File: src/rtl/mcu_pkg.sv
//******************************
// MCU peripheral constants
// Memory map and I/O register
// addresses of the 63701 shell
//******************************

`default_nettype none

package mcu_pkg;

    // Internal RAM window, 256 bytes
    localparam logic [15:0] ram_base = 16'h0040;
    localparam logic [15:0] ram_end  = 16'h013F;

    // Size of the I/O register file
    localparam int port_regs = 32;

    // Data-direction registers for ports 1 to 4
    // Entry 0 belongs to port 1
    localparam logic [3:0][4:0] ddr_addr = {
        5'd5,
        5'd4,
        5'd1,
        5'd0
    };

    // Port data (output latch) registers for ports 1 to 4
    localparam logic [3:0][4:0] data_addr = {
        5'd7,
        5'd6,
        5'd3,
        5'd2
    };

endpackage

`default_nettype wire

File: src/rtl/cpu_bus_if.sv
//******************************
// CPU bus interface
// Address, data, strobes and the
// decoded region selects
//******************************

`timescale 1ns/1ps
`default_nettype none

interface cpu_bus_if (
    input logic clk
);
    // Synchronous reset for the register file
    logic        rst;

    // Raw CPU bus
    logic [15:0] addr;
    logic [7:0]  wr_data;
    logic        wrn;
    logic        vma;
    logic        cen_cpu;
    logic [7:0]  rd_data;

    // Region selects
    logic        port_cs;
    logic        ram_cs;
    logic        rom_cs;
    logic        bus_free;

    modport decoder (
        input  clk, addr, vma,
        output port_cs, ram_cs, rom_cs, bus_free, rd_data
    );

    modport ports (
        input  clk, rst, addr, wr_data, wrn, cen_cpu, port_cs
    );

    modport ram (
        input  clk, addr, wr_data, wrn, cen_cpu, ram_cs
    );

    modport gate (
        input  rom_cs, bus_free
    );

endinterface

`default_nettype wire

File: src/rtl/mcu_addr_decode.sv
//******************************
// Address decoder
// Splits the CPU space into I/O,
// RAM and ROM, muxes read data
//******************************

`timescale 1ns/1ps
`default_nettype none

module mcu_addr_decode
    import mcu_pkg::*;
#(
    parameter int rom_w    = 12,
    parameter int max_port = 27
) (
    cpu_bus_if.decoder bus,
    input  logic       ext_cs,
    input  logic [7:0] ext_data,
    input  logic [7:0] io_q,
    input  logic [7:0] ram_q,
    input  logic [7:0] rom_data
);

    logic port_hit;
    logic ram_hit;
    logic rom_hit;

    // Register file sits at the bottom of the map
    assign port_hit = bus.addr <= 16'(max_port);

    // Internal RAM window
    assign ram_hit = (bus.addr >= ram_base) && (bus.addr <= ram_end);

    // ROM fills the top, all upper bits set
    assign rom_hit = &bus.addr[15:rom_w];

    // Selects only count on a valid memory access
    assign bus.port_cs = bus.vma && port_hit;
    assign bus.ram_cs  = bus.vma && ram_hit;
    assign bus.rom_cs  = bus.vma && rom_hit;

    // Nothing internal claims the bus
    // Used by the enable gate to replay lost pulses
    assign bus.bus_free = !bus.port_cs && !bus.ram_cs && !bus.rom_cs;

    // Read mux
    // RAM wins over the external window, which wins over I/O
    always_comb begin
        if (bus.ram_cs) begin
            bus.rd_data = ram_q;
        end else if (ext_cs) begin
            bus.rd_data = ext_data;
        end else if (bus.port_cs) begin
            bus.rd_data = io_q;
        end else begin
            // ROM is the fallback source
            bus.rd_data = rom_data;
        end
    end

    // Regions must stay disjoint for any parameter choice
    a_cs_disjoint: assert property (
        @(posedge bus.clk)
        $onehot0({bus.port_cs, bus.ram_cs, bus.rom_cs})
    ) else $error("decoder: overlapping selects at addr %h", bus.addr);

endmodule

`default_nettype wire

File: src/rtl/mcu_io_ports.sv
//******************************
// I/O register file
// Four 8-bit ports with direction
// registers and masked pin reads
//******************************

`timescale 1ns/1ps
`default_nettype none

module mcu_io_ports
    import mcu_pkg::*;
#(
    parameter int max_port = 27
) (
    cpu_bus_if.ports         bus,
    input  logic [3:0][7:0]  p_in,
    output logic [3:0][7:0]  p_out,
    output logic [7:0]       io_q
);

    logic [7:0]      regs [port_regs];
    logic [3:0][7:0] ddr;
    logic [4:0]      reg_sel;
    logic            we;

    // Five address bits index the 32 entries
    assign reg_sel = bus.addr[4:0];

    // Write strobe, one per CPU enable
    assign we = bus.cen_cpu && bus.port_cs && !bus.wrn;

    always_ff @(posedge bus.clk) begin
        if (bus.rst) begin
            // All pins come up as inputs, latches at zero
            for (int i = 0; i < port_regs; i++) begin
                regs[i] <= 8'h00;
            end
        end else if (we) begin
            regs[reg_sel] <= bus.wr_data;
        end
    end

    // Output latches and direction bits per port
    always_comb begin
        for (int i = 0; i < 4; i++) begin
            p_out[i] = regs[data_addr[i]];
            ddr[i]   = regs[ddr_addr[i]];
        end
    end

    // Register read
    // Data addresses mix latch and pin bit by bit
    always_comb begin
        io_q = regs[reg_sel];
        for (int i = 0; i < 4; i++) begin
            if (reg_sel == data_addr[i]) begin
                // Direction 1 means output, read back the latch
                io_q = (p_out[i] & ddr[i]) | (p_in[i] & ~ddr[i]);
            end
        end
    end

    // Decoder must keep writes inside the decoded register range
    a_no_write_above_max: assert property (
        @(posedge bus.clk) disable iff (bus.rst)
        we |-> (bus.addr <= 16'(max_port))
    ) else $error("io_ports: write to addr %h above max_port", bus.addr);

endmodule

`default_nettype wire

File: src/rtl/mcu_int_ram.sv
//******************************
// Internal RAM
// 256 x 8 with registered read
//******************************

`timescale 1ns/1ps
`default_nettype none

module mcu_int_ram
    import mcu_pkg::*;
(
    cpu_bus_if.ram     bus,
    output logic [7:0] ram_q
);

    logic [7:0] mem [256];
    logic [7:0] idx;
    logic       we;

    // Offset into the window, low byte is enough
    assign idx = 8'(bus.addr - ram_base);

    // Write strobe
    assign we = bus.cen_cpu && bus.ram_cs && !bus.wrn;

    always_ff @(posedge bus.clk) begin
        if (we) begin
            mem[idx] <= bus.wr_data;
        end
    end

    // Read updates on every clk, ahead of the next CPU enable
    always_ff @(posedge bus.clk) begin
        ram_q <= mem[idx];
    end

endmodule

`default_nettype wire

File: src/rtl/mcu_rom_wait.sv
//******************************
// ROM wait gate
// Stalls the CPU enable on ROM
// misses, replays lost pulses
//******************************

`timescale 1ns/1ps
`default_nettype none

module mcu_rom_wait (
    input  logic    clk,
    input  logic    rst,
    input  logic    cen,
    input  logic    start,
    input  logic    rom_ok,
    cpu_bus_if.gate bus,
    output logic    cen_cpu
);

    logic       started;
    logic [3:0] pending;
    logic       stall;
    logic       sat;
    logic       pass;
    logic       lost;
    logic       replay;

    // ROM selected but data not there yet
    assign stall = bus.rom_cs && !rom_ok;

    // Counter is full, further pulses cannot be tracked
    assign sat = &pending;

    // Normal path, raw enable goes straight through
    assign pass = started && !stall && !sat;

    // Pulse swallowed by a stall
    assign lost = started && cen && stall && !sat;

    // Catch-up slot, raw enable low and nothing internal on the bus
    assign replay = started && !cen && bus.bus_free && (pending != 4'd0);

    assign cen_cpu = (cen && pass) || replay;

    // Hold off the CPU until the loader says go
    always_ff @(posedge clk) begin
        if (rst) begin
            started <= 1'b0;
        end else if (start) begin
            started <= 1'b1;
        end
    end

    // Lost pulse count
    // lost needs cen high, replay needs it low
    always_ff @(posedge clk) begin
        if (rst) begin
            pending <= 4'd0;
        end else if (lost) begin
            pending <= pending + 4'd1;
        end else if (replay) begin
            pending <= pending - 4'd1;
        end
    end

    // CPU must never sample the ROM before the data is valid
    a_no_cen_on_miss: assert property (
        @(posedge clk) disable iff (rst)
        !(cen_cpu && bus.rom_cs && !rom_ok)
    ) else $error("rom_wait: cen_cpu during ROM miss");

endmodule

`default_nettype wire

File: src/rtl/mcu_periph_top.sv
//******************************
// 63701 peripheral shell
// Bus decode, I/O ports, internal
// RAM and ROM wait gating
//******************************

`timescale 1ns/1ps
`default_nettype none

module mcu_periph_top #(
    parameter int rom_w    = 12,
    parameter int max_port = 27
) (
    input  logic             clk,
    input  logic             rst,
    input  logic             cen,
    input  logic             start,
    // CPU bus
    input  logic             vma,
    input  logic             wrn,
    input  logic [15:0]      addr,
    input  logic [7:0]       cpu_dout,
    output logic [7:0]       cpu_din,
    output logic             cen_cpu,
    // External data window
    input  logic             ext_cs,
    input  logic [7:0]       ext_dout,
    // Program ROM
    output logic             rom_cs,
    output logic [rom_w-1:0] rom_addr,
    input  logic [7:0]       rom_data,
    input  logic             rom_ok,
    // Ports
    input  logic [7:0]       p1_in,
    input  logic [7:0]       p2_in,
    input  logic [7:0]       p3_in,
    input  logic [7:0]       p4_in,
    output logic [7:0]       p1_out,
    output logic [7:0]       p2_out,
    output logic [7:0]       p3_out,
    output logic [7:0]       p4_out
);

    logic [3:0][7:0] p_in;
    logic [3:0][7:0] p_out;
    logic [7:0]      io_q;
    logic [7:0]      ram_q;

    cpu_bus_if bus (.clk(clk));

    // Plain ports onto the internal bus
    assign bus.rst     = rst;
    assign bus.addr    = addr;
    assign bus.wr_data = cpu_dout;
    assign bus.wrn     = wrn;
    assign bus.vma     = vma;
    assign bus.cen_cpu = cen_cpu;

    assign cpu_din  = bus.rd_data;
    assign rom_cs   = bus.rom_cs;
    // ROM sees the low address bits only
    assign rom_addr = addr[rom_w-1:0];

    // Port 1 in the lowest byte
    assign p_in   = {p4_in, p3_in, p2_in, p1_in};
    assign p1_out = p_out[0];
    assign p2_out = p_out[1];
    assign p3_out = p_out[2];
    assign p4_out = p_out[3];

    mcu_addr_decode #(
        .rom_w    (rom_w),
        .max_port (max_port)
    ) u_decode (
        .bus      (bus),
        .ext_cs   (ext_cs),
        .ext_data (ext_dout),
        .io_q     (io_q),
        .ram_q    (ram_q),
        .rom_data (rom_data)
    );

    mcu_io_ports #(
        .max_port (max_port)
    ) u_ports (
        .bus   (bus),
        .p_in  (p_in),
        .p_out (p_out),
        .io_q  (io_q)
    );

    mcu_int_ram u_ram (
        .bus   (bus),
        .ram_q (ram_q)
    );

    mcu_rom_wait u_wait (
        .clk     (clk),
        .rst     (rst),
        .cen     (cen),
        .start   (start),
        .rom_ok  (rom_ok),
        .bus     (bus),
        .cen_cpu (cen_cpu)
    );

endmodule

`default_nettype wire

File: config.mk
export PLATFORM = sky130hd
export DESIGN_NAME = mcu_periph_top
export DESIGN_NICKNAME = d
export VERILOG_FILES = /design/src/rtl/mcu_pkg.sv /design/src/rtl/cpu_bus_if.sv /design/src/rtl/mcu_addr_decode.sv /design/src/rtl/mcu_io_ports.sv /design/src/rtl/mcu_int_ram.sv /design/src/rtl/mcu_rom_wait.sv /design/src/rtl/mcu_periph_top.sv
export SDC_FILE = /design/constraint.sdc
export NUM_CORES = 2
export LEC_CHECK = 0
export BUFFER_PORTS_ARGS = -buffer_cell sky130_fd_sc_hd__buf_2
export CAP_MARGIN = 40
export CELL_PAD_IN_SITES_DETAIL_PLACEMENT = 0
export CELL_PAD_IN_SITES_GLOBAL_PLACEMENT = 1
export CORE_UTILIZATION = 25
export DETAILED_ROUTE_END_ITERATION = 16
export PLACE_DENSITY = 0.42
export SLEW_MARGIN = 25
export SYNTH_ARGS = -nofsm -noshare
export SYNTH_HDL_FRONTEND = slang
export SYNTH_HIERARCHICAL = 1
export SYNTH_SLANG_ARGS = --single-unit
export TNS_END_PERCENT = 10
File: constraint.sdc
create_clock -name clk -period 3.65 [get_ports clk]
set_input_delay 0.5475 -clock clk [delete_from_list [all_inputs] [get_ports clk]]
set_output_delay 0.5475 -clock clk [all_outputs]
set_load 0.05 [all_outputs]
==> impl_results.md <==
- Maximum clock path buffer count: 4
- Vias per cell: 4.59
- Top cells by area, synth: edfxtp_1, mux4_2, and2_1, mux2i_1, nor2_1
- Final net count: 5677
- Final Hold Viols: 0
- Initial antenna violation count: 26
- Tot GR Track Use: 16.3%
- Num ports: 134
- Fraction of layout cells with a size suffix above 1: 34.8%
- Detail Placement HPWL: 207 mm
- Most frequent cell after synthesis: edfxtp_1
- Vias in the first global route: 51600
- Worst-Margin Slew: 0.916 ns
- Critical path cell sequence: mux4_2 > nor4_2 > nor3_1 > o211ai_1 > a221oi_2 > buf_4 > nor3_2 > o41ai_2 > buf_4
- Ys flop type: edfxtp_1
- Largest net degree at the start of global routing: 124
- R2r worst-path depth: 10
- RSZ-0062 raised after global routing: true
- Total internal power: 45.6 mW
- Startpoint types: register
- Yosys cell types: 75
- Relative slew slack: 38.9%
- Critical path endpoint: cpu_din[0]
- CTS Sinks: 2317
- Delay of the slowest critical-path stage: 0.47 ns
- Gr ovfl total: 0
- Setup-failing EPs final: 4
- Synthesized area: 93200 sq um
- Worst hold margin: 0.104 ns
- DIE AREA: 375000 sq um
- Total CTS buffers: 273
- Pre-antenna DRT Iters: 5
- Routed Antenna Nets: 0
- Leakage: 37.4 nW
- Power Dens Cells: 513 nW/um^2
- Seq cells post-synth: 2317
- Final Power: 59.0 mW
- Top cells by count, synth: edfxtp_1, mux4_2, nor2_1
- Area Growth Syn to Fin: 23.3%
- Net switching power: 13.4 mW
- Failing checks: negative setup slack
- Routed WL: 311 mm
- Core Footprint: 370000 sq um
- Combinational share of power: 6.2%
- CTS clk-pin slew, worst paths: 0.05 ns
- CTS root buf: clkbuf_16
- CP max FO: 2
- CTS tree: done
- Most frequent CP cell: buf_4
- Max Clock Skew: 0.0326 ns
- Arrival @ worst endpoint: 3.15 ns
- R2R Path End: u_ram/mem[19][2]
- Clock power frac: 43.7%
- Switching part of the total: 22.7%
- Status: complete, but fails checks
- Die height: 613 um
- PnR worst setup slack: -0.0520 ns
- Initial Util: 25.2%
- Sequential element share of the synthesized area: 74.5%
- Drt initial violations: 4112
- Crit path required time: 3.10 ns
- Crit share post-route: 101%
- H-tree depth: 5
- PortBufs: 133
- Max Slew Vio Count: 0
- Final TNS setup: -0.146 ns
- Drc violations: 0
- Syn. warnings: 6
- Hold Path Class: input pin to register
- DR WL/cell: 28.9 um
- Number of max-cap violations: 0
- CP startpoint: u_ports/regs[4][0]
- Flop pwr share: 50.0%
- Gpl congestion: 0.798
- Async SR Flop Fraction: 0%
- Cells after Synth: 4664
- Max VDD drop: 0.000342 V
- Number of flops mapped to enable cells by yosys: 2304
- Crit path time final: 3.70 ns
- Post-Syn Nets: 4751
- Syn_area_per_cell: 20.0 sq um
- Top-area cell type share of the netlist area: 74.2%
- FP Rows: 223
- CP Class: register to primary output
- Reg2reg start: u_wait/pending[0]
- Vias: 49400
- F_max: 0.270 GHz
- Clk_lat worst skew: 0.89 ns
- Flop2flop setup slack: 0.79 ns
- Area leader, netlist: edfxtp_1
- Slowest cell on the critical path: a221oi_2
- Critical path endpoint category: primary output
- Global-route wire length before repair: 427 mm
- Die span in x: 613 um
-- logic make-up (layout without fill, tap and decap cells) --
group,count (synthesis),after routing,share of synthesized area (%)
flip-flops,2317,2317,74.5
AND/OR/NAND/NOR,922,922,5.16
multiplexers,727,727,15.5
AO/OA/AOI/OAI,377,377,2.83
buffers and inverters,313,1446,1.95
adder cells (fa/ha/maj),7,7,0.102
XOR/XNOR,1,1,0.00939
other,0,5,0
-- power by group through the flow --
stage	Combinational, mW	Clock [mW]	Sequential, mW
after floorplan	1.67	0	30.0
after global routing	3.88	27.4	29.5
after CTS	3.76	26.6	29.5
after detailed placement	3.71	0	30.1
after global placement	3.70	0	30.1
final	3.66	25.8	29.5
-- layout by cell type (no fill, tap or decap), types with 36 or more instances in the layout --
cell / n
a22oi_1: 97
edfxtp_1: 2304
buf_4: 708
nor2b_1: 47
or2_2: 36
clkinv_1: 47
mux2i_1: 146
and2_1: 259
clkbuf_16: 283
a21oi_1: 59
nor2_1: 270
buf_2: 112
clkinv_2: 38
o22ai_1: 38
nor3_1: 69
clkbuf_1: 80
buf_12: 121
nand2_1: 71
mux4_2: 558
-- stage by stage --
step | std cells | worst slack (ns) | utilization, % | cell area [sq um]
floorplan | 4664 | -0.429 | - | 93500
global placement | 10300 | -0.556 | 28.8 | 106000
detailed placement | 10300 | -0.393 | 28.8 | 106000
CTS | 10700 | -0.153 | 31.1 | 115000
global route | 10700 | -0.177 | 31.1 | 115000
finish | 10800 | -0.0520 | 31.1 | 115000
-- layout make-up --
type | instances | area, sq um
Antenna cell | 5 | 12.5
Clock buffer | 366 | 7420
Clock inverter | 116 | 853
Fill cell | 36000 | 255000
Inverter | 8 | 30.0
Multi-Input combinational cell | 2034 | 22500
Sequential cell | 2317 | 69400
Tap cell | 4950 | 6190
Timing Repair Buffer | 956 | 8500
-- timing repair --
item | 4_1_cts | 5_1_grt
gates resized for setup | 45 | 4
setup buffers | 11 | 0
hold endpoints to repair | 14 | 0
hold buffers | 2 | 0
setup endpoints to repair | 8 | 8
pin swaps | 23 | 17
-- state kept, by name, summed over array words and instances, names as in the netlist --
| name | flops |
|---|---|
| u_ram/mem | 2048 |
| u_ports/regs | 256 |
| u_wait/started | 1 |
| u_wait/pending | 4 |
| u_ram/ram_q | 8 |
-- how the worst min path moves through the flow --
| stage | start | end | depth (start not counted) |
|---|---|---|---|
| after floorplan | u_wait/started | u_wait/started | 2 |
| after global placement | u_wait/started | u_wait/started | 2 |
| after detailed placement | u_wait/started | u_wait/started | 2 |
| after CTS | cen | u_wait/pending[0] | 4 |
| after global routing | cen | u_wait/pending[0] | 4 |
| final | cen | u_wait/pending[0] | 4 |
-- metal layers --
| layer | GRT usage (%) | share of wire [%] | routed length, um | up-vias |
|---|---|---|---|---|
| met5 | 0 | 0.020 | 62 | - |
| met2 | 26.3 | 47 | 146000 | 1261 |
| li1 | - | - | - | 21000 |
| met3 | 2.71 | 5.3 | 16500 | 421 |
| met1 | 22.4 | 45 | 139000 | 26600 |
| met4 | 5.15 | 3.2 | 10000 | 10 |
-- worst max-delay path: cells and delay by family, from the launching register on --
family                 cells  cell delay [ns]
and+or+nand+nor            3             0.26
AOI/OAI and AO/OA          3             0.87
DFF                        1             0.43
buffers and inverters      2             0.45
muxes                      1             0.28
Power figures use the tool's default switching activity.
